===== config.mk =====
export PLATFORM = sky130hd
export DESIGN_NAME = periph_bus_top
export DESIGN_NICKNAME = d
export VERILOG_FILES = /design/src/hw/addr_map_pkg.sv /design/src/hw/scratch_mem.sv /design/src/hw/addr_decode_dync.sv /design/src/hw/addr_map_regs.sv /design/src/hw/req_demux.sv /design/src/hw/periph_bus_top.sv
export VERILOG_INCLUDE_DIRS = /design/src /design/src/include
export SDC_FILE = /design/constraint.sdc
export NUM_CORES = 2
export LEC_CHECK = 0
export BUFFER_PORTS_ARGS = -buffer_cell sky130_fd_sc_hd__buf_2
export CAP_MARGIN = 20
export CORE_UTILIZATION = 30
export DETAILED_ROUTE_END_ITERATION = 8
export PLACE_DENSITY = 0.46
export SYNTH_ARGS = -nofsm -noshare
export SYNTH_HDL_FRONTEND = slang
export SYNTH_SLANG_ARGS = --single-unit

===== constraint.sdc =====
create_clock -name clk_i -period 6.7 [get_ports clk_i]
set_clock_uncertainty 0.05 [all_clocks]
set_input_delay 0.335 -clock clk_i [delete_from_list [all_inputs] [get_ports clk_i]]
set_output_delay 0.335 -clock clk_i [all_outputs]
set_load 0.02 [all_outputs]

===== src/include/addr_map_consts.svh =====
/* Global sizes of the peripheral interconnect slice
   Included by the package, the RTL and the testbench */

`ifndef ADDR_MAP_CONSTS_SVH
`define ADDR_MAP_CONSTS_SVH

// Width of a bus address and of every rule boundary
`define ADDR_W 32

// Width of a data word on the bus and in the memories
`define DATA_W 32

// Number of range rules in the address map
`define N_RULES 4

// Number of scratch memories behind the demux
`define N_TARGETS 4

// Words per scratch memory, selected by address bits 5 down to 2
`define MEM_WORDS 16

`endif


===== src/hw/addr_map_pkg.sv =====
/* Shared types of the address map, the request path and the configuration port
   Referenced by scoped names from every module of the slice */

`default_nettype none

package addr_map_pkg;

  `include "addr_map_consts.svh"

  // Plain address word
  typedef logic [`ADDR_W-1:0] addr_t;

  // Target index, wide enough for every memory
  typedef logic [$clog2(`N_TARGETS)-1:0] idx_t;

  // One range rule, start inclusive and end exclusive
  // An end of zero stands for the top of the address space
  typedef struct packed {
    idx_t  idx;
    addr_t start_addr;
    addr_t end_addr;
  } rule_t;

  // Single-cycle request strobe from the master
  typedef struct packed {
    logic               valid;
    logic               we;
    addr_t              addr;
    logic [`DATA_W-1:0] wdata;
  } bus_req_t;

  // Response pulse, one per request
  typedef struct packed {
    logic               valid;
    logic               err;
    logic [`DATA_W-1:0] rdata;
  } bus_rsp_t;

  // Configuration operations on the staged map
  typedef enum logic [2:0] {
    CFG_START   = 3'd0,
    CFG_END     = 3'd1,
    CFG_IDX     = 3'd2,
    CFG_DEFAULT = 3'd3,
    CFG_COMMIT  = 3'd4
  } cfg_op_e;

  // Configuration strobe, rule_sel picks the staged rule
  typedef struct packed {
    logic                         valid;
    cfg_op_e                      op;
    logic [$clog2(`N_RULES)-1:0]  rule_sel;
    logic [31:0]                  wdata;
  } cfg_req_t;

endpackage

`default_nettype wire


===== src/hw/scratch_mem.sv =====
/* One scratch target, a small word-addressed memory
   Writes on the sampling edge and returns registered read data one cycle later */

`timescale 1ns/1ps
`default_nettype none

`include "addr_map_consts.svh"

module scratch_mem (
  input  logic                   clk_i,
  input  addr_map_pkg::bus_req_t tgt_req_i,
  output logic [`DATA_W-1:0]     rdata_o
);

  // Word select width, bits above it are ignored
  localparam int unsigned WordAw = $clog2(`MEM_WORDS);

  logic [`DATA_W-1:0] mem_q [`MEM_WORDS];
  logic [WordAw-1:0]  word_sel;

  // Byte offset bits 1:0 are dropped, the word sits right above them
  assign word_sel = tgt_req_i.addr[WordAw+1:2];

  always_ff @(posedge clk_i) begin
    if (tgt_req_i.valid && tgt_req_i.we) begin
      mem_q[word_sel] <= tgt_req_i.wdata;
    end
  end

  // Read on every access, a write returns the word it overwrote
  always_ff @(posedge clk_i) begin
    if (tgt_req_i.valid) begin
      rdata_o <= mem_q[word_sel];
    end
  end

endmodule

`default_nettype wire


===== src/hw/addr_decode_dync.sv =====
/* Combinational address decoder over a run-time address map
   Highest matching rule wins, with optional default target and blanking during configuration */

`timescale 1ns/1ps
`default_nettype none

`include "addr_map_consts.svh"

module addr_decode_dync #(
  // Number of rules scanned in the map
  parameter int unsigned NoRules = `N_RULES,
  // Rules hold base and mask instead of start and end when set
  parameter bit          Napot   = 1'b0
) (
  input  addr_map_pkg::addr_t               addr_i,
  input  addr_map_pkg::rule_t [NoRules-1:0] addr_map_i,
  input  logic                              en_default_idx_i,
  input  addr_map_pkg::idx_t                default_idx_i,
  input  logic                              config_ongoing_i,
  output addr_map_pkg::idx_t                idx_o,
  output logic                              dec_valid_o,
  output logic                              dec_error_o
);

  // Any rule matched the address
  logic               hit;
  // Index of the last matching rule in scan order
  addr_map_pkg::idx_t hit_idx;

  always_comb begin
    hit     = 1'b0;
    hit_idx = '0;
    // Scanning upwards lets a later rule overwrite an earlier one
    for (int unsigned i = 0; i < NoRules; i++) begin
      if (Napot) begin
        // Bits under the mask must equal the base
        if ((addr_i & addr_map_i[i].end_addr) ==
            (addr_map_i[i].start_addr & addr_map_i[i].end_addr)) begin
          hit     = 1'b1;
          hit_idx = addr_map_i[i].idx;
        end
      end else begin
        // Range rule, an end of zero runs to the top of the space
        if ((addr_i >= addr_map_i[i].start_addr) &&
            ((addr_i < addr_map_i[i].end_addr) || (addr_map_i[i].end_addr == '0))) begin
          hit     = 1'b1;
          hit_idx = addr_map_i[i].idx;
        end
      end
    end
  end

  always_comb begin
    if (config_ongoing_i) begin
      // Half-written map, report neither a decode nor a match
      idx_o       = '0;
      dec_valid_o = 1'b0;
      dec_error_o = 1'b1;
    end else if (hit) begin
      idx_o       = hit_idx;
      dec_valid_o = 1'b1;
      dec_error_o = 1'b0;
    end else if (en_default_idx_i) begin
      // Unmapped address falls through to the default target
      idx_o       = default_idx_i;
      dec_valid_o = 1'b1;
      dec_error_o = 1'b0;
    end else begin
      idx_o       = '0;
      dec_valid_o = 1'b0;
      dec_error_o = 1'b1;
    end
  end

  // Inputs may still be undriven before reset, so unknown flags are skipped
  a_dec_sane: assert final ($isunknown({dec_valid_o, dec_error_o}) ||
                            (!(dec_valid_o && dec_error_o) &&
                             (!dec_valid_o || (int'(idx_o) < `N_TARGETS))))
    else $error("decoder flags or index inconsistent");

endmodule

`default_nettype wire


===== src/hw/addr_map_regs.sv =====
/* Staging and active copies of the address map behind the configuration port
   Staged writes go live on a commit strobe and flag configuration as ongoing meanwhile */

`timescale 1ns/1ps
`default_nettype none

`include "addr_map_consts.svh"

module addr_map_regs (
  input  logic                                  clk_i,
  input  logic                                  arst_n_i,
  input  addr_map_pkg::cfg_req_t                cfg_req_i,
  output addr_map_pkg::rule_t [`N_RULES-1:0]    addr_map_o,
  output logic                                  en_default_o,
  output addr_map_pkg::idx_t                    default_idx_o,
  output logic                                  cfg_ongoing_o
);

  // Map being edited by software
  addr_map_pkg::rule_t [`N_RULES-1:0] stg_map_q;
  logic                               stg_en_default_q;
  addr_map_pkg::idx_t                 stg_default_idx_q;

  // Map seen by the decoder
  addr_map_pkg::rule_t [`N_RULES-1:0] act_map_q;
  logic                               act_en_default_q;
  addr_map_pkg::idx_t                 act_default_idx_q;

  // Set by the first staged write, cleared by the commit
  logic ongoing_q;

  // Decoded strobes of the configuration port
  logic cfg_stage;
  logic cfg_commit;

  assign cfg_commit = cfg_req_i.valid && (cfg_req_i.op == addr_map_pkg::CFG_COMMIT);
  assign cfg_stage  = cfg_req_i.valid &&
                      (cfg_req_i.op inside {addr_map_pkg::CFG_START, addr_map_pkg::CFG_END,
                                            addr_map_pkg::CFG_IDX, addr_map_pkg::CFG_DEFAULT});

  // Field writes into the staged copy
  always_ff @(posedge clk_i or negedge arst_n_i) begin
    if (!arst_n_i) begin
      stg_map_q         <= '0;
      stg_en_default_q  <= 1'b0;
      stg_default_idx_q <= '0;
    end else if (cfg_req_i.valid) begin
      case (cfg_req_i.op)
        addr_map_pkg::CFG_START: begin
          stg_map_q[cfg_req_i.rule_sel].start_addr <= cfg_req_i.wdata;
        end
        addr_map_pkg::CFG_END: begin
          stg_map_q[cfg_req_i.rule_sel].end_addr <= cfg_req_i.wdata;
        end
        addr_map_pkg::CFG_IDX: begin
          stg_map_q[cfg_req_i.rule_sel].idx <= addr_map_pkg::idx_t'(cfg_req_i.wdata);
        end
        addr_map_pkg::CFG_DEFAULT: begin
          // Bit 8 enables the default target, the low bits select it
          stg_en_default_q  <= cfg_req_i.wdata[8];
          stg_default_idx_q <= addr_map_pkg::idx_t'(cfg_req_i.wdata);
        end
        default: begin
          // Commit and unused codes leave the staged copy alone
        end
      endcase
    end
  end

  // Whole staged map goes live at once
  always_ff @(posedge clk_i or negedge arst_n_i) begin
    if (!arst_n_i) begin
      act_map_q         <= '0;
      act_en_default_q  <= 1'b0;
      act_default_idx_q <= '0;
    end else if (cfg_commit) begin
      act_map_q         <= stg_map_q;
      act_en_default_q  <= stg_en_default_q;
      act_default_idx_q <= stg_default_idx_q;
    end
  end

  always_ff @(posedge clk_i or negedge arst_n_i) begin
    if (!arst_n_i) begin
      ongoing_q <= 1'b0;
    end else if (cfg_commit) begin
      ongoing_q <= 1'b0;
    end else if (cfg_stage) begin
      ongoing_q <= 1'b1;
    end
  end

  assign addr_map_o    = act_map_q;
  assign en_default_o  = act_en_default_q;
  assign default_idx_o = act_default_idx_q;
  assign cfg_ongoing_o = ongoing_q;

  // Each committed range must be non-empty unless it runs to the top
  for (genvar i = 0; i < `N_RULES; i++) begin : g_rule_chk
    a_rule_order: assert property (@(posedge clk_i) disable iff (!arst_n_i)
      cfg_commit |=> ((act_map_q[i].end_addr == '0) ||
                      (act_map_q[i].start_addr < act_map_q[i].end_addr)))
      else $error("committed rule %0d has start at or above end", i);
  end

endmodule

`default_nettype wire


===== src/hw/req_demux.sv =====
/* Routes master requests to the decoded memory and returns one response per request
   Failed decodes are answered with an error pulse one clock after the request */

`timescale 1ns/1ps
`default_nettype none

`include "addr_map_consts.svh"

module req_demux (
  input  logic                                       clk_i,
  input  logic                                       arst_n_i,
  input  addr_map_pkg::bus_req_t                     bus_req_i,
  output addr_map_pkg::addr_t                        dec_addr_o,
  input  addr_map_pkg::idx_t                         dec_idx_i,
  input  logic                                       dec_valid_i,
  output addr_map_pkg::bus_req_t [`N_TARGETS-1:0]    tgt_req_o,
  input  logic [`N_TARGETS-1:0][`DATA_W-1:0]         tgt_rdata_i,
  output addr_map_pkg::bus_rsp_t                     bus_rsp_o
);

  // Per-target strobes, gathered for the one-hot check
  logic [`N_TARGETS-1:0] tgt_valid;

  // Response state of the request sampled on the last edge
  logic               rsp_valid_q;
  logic               rsp_err_q;
  addr_map_pkg::idx_t rsp_idx_q;

  // Decoder sees the live address in the same cycle
  assign dec_addr_o = bus_req_i.addr;

  always_comb begin
    for (int unsigned t = 0; t < `N_TARGETS; t++) begin
      // All targets share address and data, only the strobe is steered
      tgt_valid[t]       = bus_req_i.valid && dec_valid_i &&
                           (dec_idx_i == addr_map_pkg::idx_t'(t));
      tgt_req_o[t]       = bus_req_i;
      tgt_req_o[t].valid = tgt_valid[t];
    end
  end

  always_ff @(posedge clk_i or negedge arst_n_i) begin
    if (!arst_n_i) begin
      rsp_valid_q <= 1'b0;
      rsp_err_q   <= 1'b0;
    end else begin
      rsp_valid_q <= bus_req_i.valid;
      // An invalid decode covers both unmapped and mid-configuration cases
      rsp_err_q   <= bus_req_i.valid && !dec_valid_i;
    end
  end

  // Target of the pending response, used only to pick read data
  always_ff @(posedge clk_i) begin
    if (bus_req_i.valid) begin
      rsp_idx_q <= dec_idx_i;
    end
  end

  always_comb begin
    bus_rsp_o.valid = rsp_valid_q;
    bus_rsp_o.err   = rsp_err_q;
    // Error responses carry zero instead of stale memory data
    bus_rsp_o.rdata = (rsp_valid_q && !rsp_err_q) ? tgt_rdata_i[rsp_idx_q] : '0;
  end

  // Never more than one memory addressed per cycle
  a_tgt_onehot: assert property (@(posedge clk_i) disable iff (!arst_n_i)
    $onehot0(tgt_valid))
    else $error("more than one target selected");

endmodule

`default_nettype wire


===== src/hw/periph_bus_top.sv =====
/* Top of the peripheral interconnect slice
   Joins the map registers, decoder, demux and four scratch memories */

`timescale 1ns/1ps
`default_nettype none

`include "addr_map_consts.svh"

module periph_bus_top (
  input  logic                   clk_i,
  input  logic                   arst_n_i,
  input  addr_map_pkg::bus_req_t bus_req_i,
  input  addr_map_pkg::cfg_req_t cfg_req_i,
  output addr_map_pkg::bus_rsp_t bus_rsp_o,
  output logic                   cfg_ongoing_o
);

  // Live map from the registers to the decoder
  addr_map_pkg::rule_t [`N_RULES-1:0]      addr_map;
  logic                                    en_default;
  addr_map_pkg::idx_t                      default_idx;

  // Decoder handshake with the demux
  addr_map_pkg::addr_t                     dec_addr;
  addr_map_pkg::idx_t                      dec_idx;
  logic                                    dec_valid;

  // Target side of the demux
  addr_map_pkg::bus_req_t [`N_TARGETS-1:0] tgt_req;
  logic [`N_TARGETS-1:0][`DATA_W-1:0]      tgt_rdata;

  addr_map_regs addr_map_regs_inst (
    .clk_i         (clk_i),
    .arst_n_i      (arst_n_i),
    .cfg_req_i     (cfg_req_i),
    .addr_map_o    (addr_map),
    .en_default_o  (en_default),
    .default_idx_o (default_idx),
    .cfg_ongoing_o (cfg_ongoing_o)
  );

  // Error status reaches the master through bus_rsp_o.err, so dec_error stays open
  addr_decode_dync #(
    .NoRules (`N_RULES),
    .Napot   (1'b0)
  ) addr_decode_dync_inst (
    .addr_i           (dec_addr),
    .addr_map_i       (addr_map),
    .en_default_idx_i (en_default),
    .default_idx_i    (default_idx),
    .config_ongoing_i (cfg_ongoing_o),
    .idx_o            (dec_idx),
    .dec_valid_o      (dec_valid),
    .dec_error_o      ()
  );

  req_demux req_demux_inst (
    .clk_i       (clk_i),
    .arst_n_i    (arst_n_i),
    .bus_req_i   (bus_req_i),
    .dec_addr_o  (dec_addr),
    .dec_idx_i   (dec_idx),
    .dec_valid_i (dec_valid),
    .tgt_req_o   (tgt_req),
    .tgt_rdata_i (tgt_rdata),
    .bus_rsp_o   (bus_rsp_o)
  );

  for (genvar t = 0; t < `N_TARGETS; t++) begin : g_mem
    scratch_mem scratch_mem_inst (
      .clk_i     (clk_i),
      .tgt_req_i (tgt_req[t]),
      .rdata_o   (tgt_rdata[t])
    );
  end

endmodule

`default_nettype wire


==> metrics.md <==
| Metric | Value |
|---|---|
| Setup TNS | 0 ps |
| Setup violators final | 0 |
| Syn avg cell area | 19.5 sq um |
| #FFs+latches synth | 2,715 |
| Cell Area, Placed | 116,000 sq um |
| Die area | 364,000 sq um |
| Setup ws final | 1720 ps |
| Largest net degree at the start of global routing | 246 |
| Worst EP arrival | 5420 ps |
| Least-Margin Pin Slew | 1100 ps |
| Slew margin rel. | 26.5% |
| Worst-skew pair later-pin latency | 900 ps |
| Slew Viols, Final | 0 |
| Root buf cell | clkbuf_16 |
| WL per Instance | 27.8 um |
| Outcome | finished, final reports clean |
| Top FF cell, synth | edfxtp_1 |
| Die Height | 603 um |
| Vias in the first global route | 55,200 |
| Initial antenna violation count | 29 |
| Row cnt | 220 |
| Filler Cell Count | 33,900 |
| Path type of the worst min-delay path | input pin to flop |
| Worst EP required | 7130 ps |
| Post-Route Utilization | 35.0% |
| Top cells by area, synth | edfxtp_1 (60%), mux4_2 (14%), dfrtp_1 (12%), mux2_2 (2.9%), ha_1 (2.9%) |
| Non-Filler Cell Area, Final | 126,000 sq um |
| Ratio of cells with drive above 1 in the final layout | 28.2% |
| Worst vdd ir | 0.179 mV |
| First-pass GRT wire length | 429 mm |
| Gpl congestion | 0.797 |
| Leakage Power | 0.0425 uW |
| Startpoint Class | flop |
| DR vias | 54,000 |
| Seq/Total Area, Yosys | 72.7% |
| DR pass1 iterations | 5 |
| RSZ-0062 raised after global routing | false |
| Internal | 29,700 uW |
| IO Pins | 141 |
| Cell total after placement | 10,300 |
| Nets | 6,272 |
| H-tree levels | 5 |
| DR iter-0 viols | 4,808 |
| Layout Cells excl Fill | 10,900 |
| Final period util | 74.4% |
| Fin. Hold Viols | 0 |
| Leading area contributor after synthesis | edfxtp_1 |
| Port-buffer cells | 140 |
| Nature of the critical path endpoint | flop |
| Synth unique cells | 63 |
| Max Freq | 201 MHz |
| Core Area | 359,000 sq um |
| DPL Wire Length | 188 mm |
| Critical path class | flop to flop |
| Sequential fraction of design power | 49.3% |
| Chip Width | 603 um |
| Initial core utilization | 30.2% |
| CTS Buf Count | 301 |
| Sw Ratio | 24.1% |
| CTS sink cnt | 2,715 |
| Crit-path max FO | 35 |
| DP Worst Slack | 1320 ps |
| Remaining Overflow, GRT | 0 |
| Min cycle time layout | 4980 ps |
| Clock Tree Buf Depth | 4 |
| Logic gate share of total power | 9.7% |
| Number of synthesized flops with an enable pin | 2,178 |
| Warnings, synthesis | 0 |
| Residual DRC count | 0 |
| Routed wire length | 303 mm |
| CTS tree | yes |
| P_sw | 9440 uW |
| PwrDens | 311 nW/um^2 |
| Synth Instances | 5,551 |
| Clk pwr share | 41.0% |
| Syn Std Cell Area | 108,000 sq um |
| Antenna-violating nets left | 0 |
| Tot GR Track Use | 16.5% |
| Yosys top cell area share | 60.3% |
| Reg clk slew, reported paths | 60 ps |
| Setup Fix Bufs, Post-CTS | 0 |
| Ys async rst share | 19.8% |
| DR vias/cell | 4.94 |
| P&R area growth vs syn | 16.1% |
| Mapped Nets | 5,909 |
| Max cap viols | 0 |
## stage by stage
step                hold WS [ps]  power, uW
finish                      2.42      39100
global route                5.07      40600
CTS                         10.6      39700
detailed placement           351      23500
global placement             342      23400
floorplan                  -10.6      21700
## cells in the mapped netlist (all sizes together), types with 4 or more instances
cell type  number
nor4b           6
buf           106
mux2          284
a22oi           4
nor4           96
a21oi          82
a21o           33
o2111ai         9
edfxtp       2178
a2111oi         9
and2            7
dfrtp         537
inv           258
ha            252
nor2           34
a211oi         15
o21a           10
nand2b         11
and3            9
o31ai           4
nand3          18
mux4          672
o211ai          6
nand4          47
nand2         324
clkbuf        155
nor3           11
nor2b          46
a31oi           6
o21ai         290
## routing by layer
layer	vias to the layer above	share of wire, %	track usage, %
met5	-	0	0
met4	0	2.0	3.37
met3	359	4.8	2.22
met2	1371	48	26.7
met1	29200	46	23.8
li1	23000	-	-
## power groups by stage
stage | combinational, uW | clock (uW) | sequential, uW
3_3_place_gp | 3790 | 0 | 19600
5_1_grt | 4150 | 17100 | 19400
6_report | 3790 | 16000 | 19300
3_5_place_dp | 3850 | 0 | 19600
4_1_cts | 3880 | 16500 | 19300
2_1_floorplan | 2230 | 0 | 19500
## final timing paths
check | start | endpoint | slack, ps | cells past startpoint
max reg2reg | addr_map_regs_inst.addr_map_o[63] | g_mem[2].scratch_mem_inst.mem_q[1][21] | 1720 | 13
max in group asynchronous | arst_n_i | addr_map_regs_inst.addr_map_o[168] | 5090 | 3
min | bus_req_i[2] | g_mem[3].scratch_mem_inst.mem_q[7][2] | 2 | 1
min in group asynchronous | arst_n_i | asynchronous set/reset pin | 40 | 2
min reg2reg | flop | addr_map_regs_inst.addr_map_o[44] | 410 | 2
max | addr_map_regs_inst.addr_map_o[63] | g_mem[2].scratch_mem_inst.mem_q[1][21] | 1720 | 13
## kinds of logic after synthesis
group,count (synthesis),share of synthesized area (%)
flip-flops,2715,72.7
multiplexers,956,16.9
AND/OR/NAND/NOR,619,3.00
buffers and inverters,519,1.86
AO/OA/AOI/OAI,490,2.61
adder cells (fa/ha/maj),252,2.91
## flip-flops by register name (all words and copies together), names as in the netlist, named ones only
register                              cells
req_demux_inst.rsp_idx_q                  2
g_mem.scratch_mem_inst.mem_q           2048
req_demux_inst.rsp_err_q                  1
req_demux_inst.rsp_valid_q                1
addr_map_regs_inst.stg_en_default_q       1
addr_map_regs_inst.default_idx_o          2
addr_map_regs_inst.stg_default_idx_q      2
g_mem.scratch_mem_inst.rdata_o          128
addr_map_regs_inst.cfg_ongoing_o          1
addr_map_regs_inst.en_default_o           1
addr_map_regs_inst.addr_map_o           264
## layout make-up
class	instances	area (sq um)	share of cell area (%)
Antenna cell	14	35.0	0.0278
Clock buffer	388	8060	6.40
Clock inverter	134	1370	1.09
Inverter	258	973	0.773
Multi-Input combinational cell	2317	28100	22.3
Sequential cell	2715	78800	62.6
Tap cell	4773	5970	4.74
Timing Repair Buffer	321	2520	2.00
## placed cells by master (no fill, tap or decap), types with 12 or more instances in the layout
cell	instances
clkbuf_16	305
nand3_1	17
diode_2	14
a21oi_1	82
nor4_4	40
o21ai_0	289
edfxtp_1	2178
inv_1	256
dfrtp_1	537
mux4_2	672
buf_4	144
clkbuf_8	12
clkbuf_1	71
nand2_1	317
nand4_1	47
bufinv_16	21
nor4_2	19
nor2b_1	46
a211oi_1	15
buf_12	18
buf_2	107
ha_1	252
a21o_1	33
mux2_2	284
clkinv_1	42
nor4_1	37
clkinv_2	45
nor2_1	34
dlygate4sd3_1	47
## what timing repair did
item                      CTS  global route
hold endpoints to repair  421             0
gates resized for setup     0             0
hold buffers               47             0
## critical path: stages (launching register included)
cell and delay, ps:
dfrtp_1 320, inv_1 80, ha_1 310, nand2_1 80
nor3_1 430, nand2_1 230, a2111o_1 420, o2111ai_1 290
a22oi_1 220, and3_1 250, o31ai_4 510, inv_4 460
nor4_4 390, buf_4 500
No activity file was read; power rests on OpenSTA's default activity.
